### config.mk
export PLATFORM = sky130hd
export DESIGN_NAME = cpu_operand_stage
export DESIGN_NICKNAME = d
export VERILOG_FILES = /design/src/common/cpu_types_pkg.sv /design/src/registers/cpu_registers.sv /design/src/decode/cpu_immediate.sv /design/src/source/cpu_execute.sv /design/src/source/cpu_operand_stage.sv
export SDC_FILE = /design/constraint.sdc
export NUM_CORES = 2
export LEC_CHECK = 0
export ABC_AREA = 1
export ABC_CLOCK_PERIOD_IN_PS = 59900
export BUFFER_PORTS_ARGS = -buffer_cell sky130_fd_sc_hd__buf_2
export CAP_MARGIN = 20
export CORE_ASPECT_RATIO = 0.8
export CORE_MARGIN = 2
export CORE_UTILIZATION = 51
export DETAILED_ROUTE_END_ITERATION = 6
export HOLD_SLACK_MARGIN = 0.15
export PLACE_DENSITY = 0.64
export SYNTH_ARGS = -nofsm -noshare
export SYNTH_HDL_FRONTEND = slang
export SYNTH_SLANG_ARGS = --single-unit
### constraint.sdc
create_clock -name i_clock -period 59.9 [get_ports i_clock]
set_clock_uncertainty 0.1 [all_clocks]
set_input_delay 11.98 -clock i_clock [delete_from_list [all_inputs] [get_ports i_clock]]
set_output_delay 11.98 -clock i_clock [all_outputs]
set_load 0.02 [all_outputs]
### src/common/cpu_types_pkg.sv
package cpu_types_pkg;

	// ##############################
	// widths and basic types.
	// ##############################

	localparam int XLEN = 32;
	localparam int TAG_SIZE = 2;

	typedef logic [TAG_SIZE-1:0] tag_t;
	typedef logic [4:0] reg_index_t;

	// ##############################
	// instruction encodings.
	// ##############################

	localparam logic [6:0] OPCODE_OP = 7'b0110011;
	localparam logic [6:0] OPCODE_OP_IMM = 7'b0010011;
	localparam logic [6:0] OPCODE_LUI = 7'b0110111;

	localparam logic [2:0] FUNCT3_ADD_SUB = 3'b000;
	localparam logic [2:0] FUNCT3_SLL = 3'b001;
	localparam logic [2:0] FUNCT3_SLT = 3'b010;
	localparam logic [2:0] FUNCT3_SLTU = 3'b011;
	localparam logic [2:0] FUNCT3_XOR = 3'b100;
	localparam logic [2:0] FUNCT3_SRL_SRA = 3'b101;
	localparam logic [2:0] FUNCT3_OR = 3'b110;
	localparam logic [2:0] FUNCT3_AND = 3'b111;

	// alt form selects SUB and SRA/SRAI.
	localparam logic [6:0] FUNCT7_BASE = 7'b0000000;
	localparam logic [6:0] FUNCT7_ALT = 7'b0100000;

	// ##############################
	// alu operations.
	// ##############################

	typedef enum logic [3:0] {
		ALU_ADD,
		ALU_SUB,
		ALU_XOR,
		ALU_OR,
		ALU_AND,
		ALU_SLL,
		ALU_SRL,
		ALU_SRA,
		ALU_SLT,
		ALU_SLTU,
		ALU_PASS_B
	} alu_op_e;

endpackage

### src/registers/cpu_registers.sv
module cpu_registers #(
	parameter logic [cpu_types_pkg::XLEN-1:0] STACK_POINTER = '0
)(
	input logic i_clock,
	input logic i_reset,

	input cpu_types_pkg::reg_index_t i_rs1_index,
	input cpu_types_pkg::reg_index_t i_rs2_index,

	input cpu_types_pkg::reg_index_t i_wb_rd,
	input logic [cpu_types_pkg::XLEN-1:0] i_wb_value,
	input cpu_types_pkg::tag_t i_wb_tag,

	output logic [cpu_types_pkg::XLEN-1:0] o_rs1,
	output logic [cpu_types_pkg::XLEN-1:0] o_rs2
);

	logic [cpu_types_pkg::XLEN-1:0] regs [32];
	cpu_types_pkg::tag_t write_tag;

	// ##############################
	// read ports.
	// ##############################

	// x0 is forced to zero on read.
	always_ff @(posedge i_clock, posedge i_reset) begin
		if (i_reset) begin
			o_rs1 <= '0;
			o_rs2 <= '0;
		end else begin
			o_rs1 <= (i_rs1_index != '0) ? regs[i_rs1_index] : '0;
			o_rs2 <= (i_rs2_index != '0) ? regs[i_rs2_index] : '0;
		end
	end

	// ##############################
	// tag-gated write port.
	// ##############################

	// a new tag marks a new writeback; a repeated tag is the same one seen again.
	always_ff @(posedge i_clock, posedge i_reset) begin
		if (i_reset) begin
			write_tag <= '0;
			for (int i = 0; i < 32; i++) begin
				regs[i] <= (i == 2) ? STACK_POINTER : '0;
			end
		end else if (i_wb_tag != write_tag) begin
			if (i_wb_rd != '0) begin
				regs[i_wb_rd] <= i_wb_value;
			end
			write_tag <= i_wb_tag;
		end
	end

endmodule

### src/decode/cpu_immediate.sv
module cpu_immediate (
	input logic i_clock,
	input logic i_reset,

	input logic [31:0] i_inst,

	output logic [cpu_types_pkg::XLEN-1:0] o_imm,
	output logic o_use_imm,
	output cpu_types_pkg::alu_op_e o_alu_op,
	output cpu_types_pkg::reg_index_t o_rd,
	output logic o_illegal
);

	logic [6:0] opcode;
	logic [2:0] funct3;
	logic [6:0] funct7;
	logic [cpu_types_pkg::XLEN-1:0] imm_i;
	logic [cpu_types_pkg::XLEN-1:0] imm_shift;
	logic [cpu_types_pkg::XLEN-1:0] imm_u;
	logic is_shift;
	logic alt;

	logic [cpu_types_pkg::XLEN-1:0] next_imm;
	logic next_use_imm;
	cpu_types_pkg::alu_op_e next_alu_op;
	cpu_types_pkg::reg_index_t next_rd;
	logic next_illegal;

	// same funct3 mapping serves OP and OP-IMM.
	function automatic cpu_types_pkg::alu_op_e base_op(input logic [2:0] f3,
		input logic use_alt);
		case (f3)
			cpu_types_pkg::FUNCT3_ADD_SUB: begin
				return use_alt ? cpu_types_pkg::ALU_SUB : cpu_types_pkg::ALU_ADD;
			end
			cpu_types_pkg::FUNCT3_SLL: return cpu_types_pkg::ALU_SLL;
			cpu_types_pkg::FUNCT3_SLT: return cpu_types_pkg::ALU_SLT;
			cpu_types_pkg::FUNCT3_SLTU: return cpu_types_pkg::ALU_SLTU;
			cpu_types_pkg::FUNCT3_XOR: return cpu_types_pkg::ALU_XOR;
			cpu_types_pkg::FUNCT3_SRL_SRA: begin
				return use_alt ? cpu_types_pkg::ALU_SRA : cpu_types_pkg::ALU_SRL;
			end
			cpu_types_pkg::FUNCT3_OR: return cpu_types_pkg::ALU_OR;
			default: return cpu_types_pkg::ALU_AND;
		endcase
	endfunction

	assign opcode = i_inst[6:0];
	assign funct3 = i_inst[14:12];
	assign funct7 = i_inst[31:25];
	assign alt = (funct7 == cpu_types_pkg::FUNCT7_ALT);
	assign is_shift = (funct3 == cpu_types_pkg::FUNCT3_SLL) ||
		(funct3 == cpu_types_pkg::FUNCT3_SRL_SRA);

	assign imm_i = {{20{i_inst[31]}}, i_inst[31:20]};
	assign imm_shift = {27'b0, i_inst[24:20]};
	assign imm_u = {i_inst[31:12], 12'b0};

	always_comb begin
		next_imm = '0;
		next_use_imm = 1'b0;
		next_alu_op = cpu_types_pkg::ALU_ADD;
		next_rd = i_inst[11:7];
		next_illegal = 1'b0;

		case (opcode)
			cpu_types_pkg::OPCODE_OP: begin
				next_alu_op = base_op(funct3, alt);
				next_illegal = !((funct7 == cpu_types_pkg::FUNCT7_BASE) ||
					(alt && (funct3 == cpu_types_pkg::FUNCT3_ADD_SUB ||
					funct3 == cpu_types_pkg::FUNCT3_SRL_SRA)));
			end
			cpu_types_pkg::OPCODE_OP_IMM: begin
				next_use_imm = 1'b1;
				if (is_shift) begin
					next_imm = imm_shift;
					next_alu_op = base_op(funct3, alt);
					next_illegal = !((funct7 == cpu_types_pkg::FUNCT7_BASE) ||
						(alt && funct3 == cpu_types_pkg::FUNCT3_SRL_SRA));
				end else begin
					// there is no SUBI and the alt form never applies here.
					next_imm = imm_i;
					next_alu_op = base_op(funct3, 1'b0);
				end
			end
			cpu_types_pkg::OPCODE_LUI: begin
				next_imm = imm_u;
				next_use_imm = 1'b1;
				next_alu_op = cpu_types_pkg::ALU_PASS_B;
			end
			default: begin
				next_illegal = 1'b1;
			end
		endcase

		// illegal instructions never target a register.
		if (next_illegal) begin
			next_rd = '0;
		end
	end

	always_ff @(posedge i_clock, posedge i_reset) begin
		if (i_reset) begin
			o_imm <= '0;
			o_use_imm <= 1'b0;
			o_alu_op <= cpu_types_pkg::ALU_ADD;
			o_rd <= '0;
			o_illegal <= 1'b0;
		end else begin
			o_imm <= next_imm;
			o_use_imm <= next_use_imm;
			o_alu_op <= next_alu_op;
			o_rd <= next_rd;
			o_illegal <= next_illegal;
		end
	end

endmodule

### src/source/cpu_execute.sv
module cpu_execute (
	input logic i_clock,
	input logic i_reset,

	input logic [cpu_types_pkg::XLEN-1:0] i_rs1,
	input logic [cpu_types_pkg::XLEN-1:0] i_rs2,
	input logic [cpu_types_pkg::XLEN-1:0] i_imm,
	input logic i_use_imm,
	input cpu_types_pkg::alu_op_e i_alu_op,
	input cpu_types_pkg::reg_index_t i_rd,
	input logic i_illegal,
	input cpu_types_pkg::tag_t i_tag,

	output logic [cpu_types_pkg::XLEN-1:0] o_result,
	output cpu_types_pkg::reg_index_t o_rd,
	output logic o_illegal,
	output cpu_types_pkg::tag_t o_tag
);

	logic [cpu_types_pkg::XLEN-1:0] operand_a;
	logic [cpu_types_pkg::XLEN-1:0] operand_b;
	logic [4:0] shamt;
	logic [cpu_types_pkg::XLEN-1:0] alu_result;

	assign operand_a = i_rs1;
	assign operand_b = i_use_imm ? i_imm : i_rs2;
	assign shamt = operand_b[4:0];

	// ##############################
	// alu.
	// ##############################

	always_comb begin
		case (i_alu_op)
			cpu_types_pkg::ALU_ADD: alu_result = operand_a + operand_b;
			cpu_types_pkg::ALU_SUB: alu_result = operand_a - operand_b;
			cpu_types_pkg::ALU_XOR: alu_result = operand_a ^ operand_b;
			cpu_types_pkg::ALU_OR: alu_result = operand_a | operand_b;
			cpu_types_pkg::ALU_AND: alu_result = operand_a & operand_b;
			cpu_types_pkg::ALU_SLL: alu_result = operand_a << shamt;
			cpu_types_pkg::ALU_SRL: alu_result = operand_a >> shamt;
			cpu_types_pkg::ALU_SRA: alu_result = $signed(operand_a) >>> shamt;
			cpu_types_pkg::ALU_SLT: begin
				alu_result = {31'b0, $signed(operand_a) < $signed(operand_b)};
			end
			cpu_types_pkg::ALU_SLTU: begin
				alu_result = {31'b0, operand_a < operand_b};
			end
			cpu_types_pkg::ALU_PASS_B: alu_result = operand_b;
			default: alu_result = '0;
		endcase
	end

	// ##############################
	// result register.
	// ##############################

	always_ff @(posedge i_clock, posedge i_reset) begin
		if (i_reset) begin
			o_result <= '0;
			o_rd <= '0;
			o_illegal <= 1'b0;
			o_tag <= '0;
		end else begin
			// illegal instructions give a zero result.
			o_result <= i_illegal ? '0 : alu_result;
			o_rd <= i_rd;
			o_illegal <= i_illegal;
			o_tag <= i_tag;
		end
	end

endmodule

### src/source/cpu_operand_stage.sv
module cpu_operand_stage #(
	parameter logic [cpu_types_pkg::XLEN-1:0] STACK_POINTER = 32'h0000_8000
)(
	input logic i_clock,
	input logic i_reset,

	input logic [31:0] i_fetch_inst,
	input cpu_types_pkg::tag_t i_fetch_tag,

	input cpu_types_pkg::reg_index_t i_wb_rd,
	input logic [cpu_types_pkg::XLEN-1:0] i_wb_value,
	input cpu_types_pkg::tag_t i_wb_tag,

	output logic [cpu_types_pkg::XLEN-1:0] o_result,
	output cpu_types_pkg::reg_index_t o_rd,
	output logic o_illegal,
	output cpu_types_pkg::tag_t o_tag
);

	logic [cpu_types_pkg::XLEN-1:0] rs1;
	logic [cpu_types_pkg::XLEN-1:0] rs2;
	logic [cpu_types_pkg::XLEN-1:0] imm;
	logic use_imm;
	cpu_types_pkg::alu_op_e alu_op;
	cpu_types_pkg::reg_index_t rd;
	logic illegal;
	cpu_types_pkg::tag_t fetch_tag_q;

	cpu_registers #(
		.STACK_POINTER(STACK_POINTER)
	) u_registers (
		.i_clock(i_clock),
		.i_reset(i_reset),
		.i_rs1_index(i_fetch_inst[19:15]),
		.i_rs2_index(i_fetch_inst[24:20]),
		.i_wb_rd(i_wb_rd),
		.i_wb_value(i_wb_value),
		.i_wb_tag(i_wb_tag),
		.o_rs1(rs1),
		.o_rs2(rs2)
	);

	cpu_immediate u_immediate (
		.i_clock(i_clock),
		.i_reset(i_reset),
		.i_inst(i_fetch_inst),
		.o_imm(imm),
		.o_use_imm(use_imm),
		.o_alu_op(alu_op),
		.o_rd(rd),
		.o_illegal(illegal)
	);

	// tag follows the register read and decode by one cycle.
	always_ff @(posedge i_clock, posedge i_reset) begin
		if (i_reset) begin
			fetch_tag_q <= '0;
		end else begin
			fetch_tag_q <= i_fetch_tag;
		end
	end

	cpu_execute u_execute (
		.i_clock(i_clock),
		.i_reset(i_reset),
		.i_rs1(rs1),
		.i_rs2(rs2),
		.i_imm(imm),
		.i_use_imm(use_imm),
		.i_alu_op(alu_op),
		.i_rd(rd),
		.i_illegal(illegal),
		.i_tag(fetch_tag_q),
		.o_result(o_result),
		.o_rd(o_rd),
		.o_illegal(o_illegal),
		.o_tag(o_tag)
	);

endmodule

### After elaboration in Yosys (flattened, before gate mapping)

Index checks and enable logic that the tools add are counted.

| storage, ports and cells | value |
|---|---|
| register bits after elaboration | 1175 |
| bits of input ports | 75 |
| word-level logic and storage cells | 126 |

| operators by class | value |
|---|---|
| $add $sub $neg | 2 |
| $lt $le $gt $ge | 6 |
| equal/unequal tests | 21 |
| shift operators | 3 |
| muxes and demuxes | 26 |
| bitwise gates (word level) | 6 |
| reduce and logical (&&, ||, !) cells | 17 |

Operators with widths:

| operator | count |
|---|---|
| $bwmux 1024 | 1 |
| $pmux 32 s11 | 1 |
| $bmux 32 s5 | 2 |
| $mux 32 | 10 |
| $demux 32 s5 | 1 |
| $lt 32x32->1 | 2 |
| $pmux 32 s2 | 1 |
| $pmux 4 s7 | 2 |
| $add 32x32->32 | 1 |
| $and 32x32->32 | 1 |
| $or 32x32->32 | 1 |
| $shl 32x5->32 | 1 |
| $shr 32x5->32 | 1 |
| $sshr 32x5->32 | 1 |
| $sub 32x32->32 | 1 |
| $xor 32x32->32 | 1 |
| $eq 7x6->1 const B | 3 |
| $ge 6x6->1 const B | 3 |
| $not 5->6 | 3 |
| $eq 4x3->1 const B | 4 |
| $reduce_bool 5->1 | 3 |
| $eq 4x4->1 const B | 3 |
| $pmux 4 s3 | 1 |
| $eq 3x3->1 const B | 3 |
| other kinds (19) | 30 |

### Longest topological paths before layout

| depth | value |
|---|---|
| depth after elaboration | 7 |
| gate-level depth with buffers | 24 |

### By module

From an unflattened synthesis, not the netlist that was laid out.

| second synthesis, totals | value |
|---|---|
| cells, all modules | 10755 |
| area, all modules | 71473.5 sq um |

By module, submodules not included:

| module | times used | cells each | area an instance (sq um) | sequential area each (sq um) |
|---|---|---|---|---|
| cpu_registers | 1 | 8367 | 58041.9 | 27277.4 |
| cpu_execute | 1 | 2216 | 11740.0 | 1001.0 |
| cpu_immediate | 1 | 169 | 1637.8 | 1076.0 |
| cpu_operand_stage | 1 | 3 | 53.8 | 50.0 |

### Worst setup path before layout

No wires, ideal clock.

| timing | value |
|---|---|
| kind | input -> register |
| start | input i_fetch_inst[15] |
| end | register u_registers.o_rs1[14] (netlist name) |
| arrival | 13.119 ns |
| data required time | 59.659 ns |
| path slack | 46.540 ns |
| stages on the path | 9 |
| path buffers | 5 |
| path through | buf_4 > buf_4 > buf_6 > buf_2 > buf_2 > o21ai_0 > o211ai_1 > nand3_1 > a31oi_1 |

| on the way | value |
|---|---|
| word-level cells in the longest chain between the ends | 5 |
| elaborated cells on any way between the ends | 6 |
| classes of those cells | 4 x mux; 1 x bitwise; 1 x reduce/logical |

Ends and longest elaborated chain:

| what | RTL line | text |
|---|---|---|
| start: declaration | cpu_operand_stage.sv:7 | `input logic [31:0] i_fetch_inst,` |
| $not 5->6 (not written as such) | cpu_registers.sv:31 | `o_rs1 <= (i_rs1_index != '0) ? regs[i_rs1_index] : '0;` |
| $bmux 32 s5 | cpu_registers.sv:31 |  |
| $mux 32 (not written as such) (2 in a row) | cpu_registers.sv:31 |  |
| $mux 32 * | cpu_registers.sv:31 |  |
| end signal: assignment | cpu_registers.sv:31 |  |
| end: declaration | cpu_registers.sv:14 | `output logic [cpu_types_pkg::XLEN-1:0] o_rs1,` |

Every way passes the cells marked *; elsewhere a longest branch is shown, timed or not. The select of a mux whose other input is x is not followed.
A chain may end at the register's enable or synchronous reset.

==> impl_metrics.py <==
metrics = {
    "clock_network": {
        "clk_latency_ps": 800,
        "cts_num_sinks": 1175,
        "numCtsBuffers": 119,
        "ctsRootBufferMaster": "clkbuf_16",
        "cts_resized": 0,
        "clock_tree.buffer_depth": 3,
        "ctsHtreeMaxLevel": 3,
        "cts_hold_buf": 0,
        "cts_setup_buffers": 0,
        "tritoncts": "built",
        "path_clk_slew_ps": 60,
    },
    "detailed_routing": {
        "drtIter0Drc": 11677,
        "firstDrtPassIters": 7,
        "antenna_left": 0,
        "vias_per_cell": 6.62,
        "wl_um": 297000,
        "drc": 2,
        "wire_per_inst_um": 27.5,
        "vias": 71579,
    },
    "global_route": {
        "grt_pass1_vias": 65878,
        "antenna_found_initial": 4,
        "overflow": 0,
        "grt_pass1_wl_um": 439000,
        "grt_max_degree": 198,
        "grtUsageTotal_pct": 41.8,
    },
    "synthesis": {
        "yosysSeqAreaShare_pct": 42.4,
        "ys_seq_elements": 1175,
        "syn_avg_cell_area_um2": 7.32,
        "syn_area_mm2": 0.0693,
        "synth_edf_count": 0,
        "syn_nets": 9654,
        "ys_dominant_reg_cell": "dfrtp_1",
        "synthCells": 9473,
        "ys_warn_count": 0,
        "ys_async_sr_fraction_pct": 100,
        "yosysUniqueCellTypes": 62,
    },
    "power_and_ir_drop": {
        "leakage_nw": 33.3,
        "power_mw": 2.54,
        "powerDensity_mw_per_mm2": 34.6,
        "ir_drop_mv": 0.0264,
    },
    "timing": {
        "finalCriticalPeriod_ps": 15440,
        "hold_viol": 0,
        "timing.hold.ws_ps": 246,
        "fmax_ghz": 0.0647,
        "final_max_slew_viol_count": 0,
        "setup_tns_ps": 0,
        "setup_viol": 0,
        "max_slew_margin_pct": 8.22,
        "rsz0062_at_grt": "false",
        "post-route-period-util_pct": 25.8,
        "worst_slack_ps": 44460,
        "tightest_slew_ps": 1380,
    },
    "die": {
        "dieArea_mm2": 0.139,
        "die_x_um": 416,
        "die_h_um": 334,
        "core-area_mm2": 0.134,
        "io_pins": 115,
        "start_util_pct": 51.6,
        "placementRows": 120,
    },
    "run_status": {
        "violations": "design-rule violations",
        "status": "complete, but fails checks",
    },
    "setup_path": {
        "critPathLaunchType": "input port",
        "r2r_start": "u_immediate.o_use_imm",
        "critPathKind": "in2async",
        "worstSetupEndpointType": "async pin",
        "crit_family": "buffers and inverters",
        "max_stage_delay_ps": 830,
        "arrival_ps": 16130,
        "crit_top_cell": "buf_4",
        "r2r_setup_slack_ps": 54680,
        "crit_path_top_delay_cell": "buf_4",
        "path_buf_inv": 6,
        "r2r_end": "u_execute.o_result[8]",
        "crit_chain": "buf_2, inv_8, buf_4, buf_4, buf_4, buf_12",
        "critPathRequiredTime_ps": 60590,
        "rr_worst_depth": 17,
        "cp_max_fo": 160,
    },
    "min_path": {
        "worstHoldEndpoint": "u_execute.o_tag[1]",
        "hp-start": "fetch_tag_q[1]",
        "min_path_type": "reg2reg",
        "hold_depth": 0,
    },
    "finish": {
        "drive_above_1_share_pct": 5.84,
        "fin_area_mm2": 0.0735,
        "area_delta_synth_final_pct": 6.01,
        "num-nets-final": 9123,
        "final_cell_mix": "o21ai_0 (2171), nand2_1 (1750), nor2_1 (1234), dfrtp_1 (1173), nand3_1 (689)",
        "final_common_cell": "o21ai_0",
    },
    "placed_design": {
        "dp_slack_ps": 43540,
        "place_area_mm2": 0.0693,
        "io_buffer_count": 114,
        "dpl.hpwl_um": 178000,
        "place_congestion": 1.06,
    },
    "flow_run": {
        "maxCapViolCount": 0,
    },
}
## state kept, by name, summed over array words and instances, names as in the netlist, 2 cells and up
signal	count
u_registers.regs	1024
u_registers.o_rs2	32
u_execute.o_result	32
u_execute.o_rd	5
u_immediate.o_rd	5
u_registers.write_tag	2
u_registers.o_rs1	32
u_immediate.o_imm	32
u_immediate.o_alu_op	4
fetch_tag_q	2
u_execute.o_tag	2
## synth_stat cells (all sizes together), types with 2 or more instances
| cell | instances | area (µm²) |
|---|---|---|
| nand3b | 3 | 22.5 |
| o2111ai | 6 | 52.6 |
| a21boi | 3 | 22.5 |
| a2bb2oi | 7 | 61.3 |
| ha | 104 | 1300 |
| o31ai | 2 | 15.0 |
| o22ai | 115 | 719 |
| nand4 | 37 | 246 |
| o21ai | 2216 | 11200 |
| fa | 2 | 40.0 |
| buf | 403 | 2160 |
| and2 | 3 | 18.8 |
| clkbuf | 459 | 1730 |
| nor3 | 30 | 166 |
| a21oi | 254 | 1270 |
| a31oi | 62 | 388 |
| nand3 | 693 | 3480 |
| or2 | 30 | 188 |
| o21bai | 13 | 97.6 |
| nor4 | 2 | 12.5 |
| o21a | 7 | 52.6 |
| inv | 373 | 1410 |
| xor2 | 5 | 43.8 |
| a32o | 2 | 20.0 |
| o211ai | 65 | 488 |
| nand2 | 1795 | 6880 |
| clkinv | 2 | 7.51 |
| a21o | 2 | 15.0 |
| o221ai | 347 | 3040 |
| nor2 | 1241 | 4690 |
| a221oi | 8 | 70.1 |
| dfrtp | 1174 | 29400 |
## where the power goes
part	switching (mW)	internal, mW	total, mW
clock	0.340	0.463	0.802
combinational	0.435	0.202	0.637
sequential	0.141	0.961	1.10
## metrics by stage
stage	util, %	instances
after floorplan	-	9473
after global placement	51.5	10587
after detailed placement	51.5	10587
after CTS	54.6	10811
after global routing	54.7	10814
final	54.7	10815
## worst max path at each step
stage / slack [ps] / start / cells after the start / to
after floorplan: 14720 / i_reset / 1 / fetch_tag_q[0]
after global placement: 43610 / i_reset / 6 / u_registers.regs[784]
after detailed placement: 43540 / i_reset / 6 / u_registers.regs[784]
after CTS: 44390 / i_reset / 6 / fetch_tag_q[1]
after global routing: 43950 / i_reset / 6 / u_registers.regs[912]
final: 44460 / i_reset / 6 / u_registers.regs[912]
## per-layer routing
metal	vias up	part of all wire, %	global-route usage [%]
met1	34303	42	61.1
met2	5074	41	58.5
met3	843	13	10.7
li1	31355	-	-
met4	4	4.6	17.7
met5	-	0.0077	0
## cells by family (layout without fill, tap and decap cells)
family / after synthesis / count (layout) / synth area share [%]
and+or+nand+nor: 3836 / 3836 / 22.7
AOI/OAI and AO/OA: 3113 / 3113 / 25.2
buffers and inverters: 1237 / 809 / 7.66
DFF: 1175 / 1175 / 42.4
adders and majority gates: 106 / 106 / 1.94
xor gates and xnor gates: 6 / 6 / 0.0758
other: 0 / 1 / 0
## cell type report
cell class | count | area, µm²
multi-input combinational | 7061 | 34800
timing repair buffer | 210 | 1460
tap | 1769 | 2210
fill | 12876 | 60900
sequential | 1175 | 29400
clock inverter | 44 | 624
inverter | 375 | 1480
clock buffer | 180 | 3540
antenna | 1 | 2.50
## worst reg2reg max path, stage by stage, from the launching register on
cell and delay (ps):
dfrtp_2 390, buf_4 520, inv_6 240, or2_1 320, o21ai_4 210, buf_4 490, inv_4 310, ha_1 290
a21oi_1 570, nor2_1 130, nor2_1 120, nand2_1 150, o21ai_0 190, a21oi_1 80, nor2_1 420, o211ai_1 230
nor2_1 260, nor2_1 90
Power figures use the tool's default switching activity.
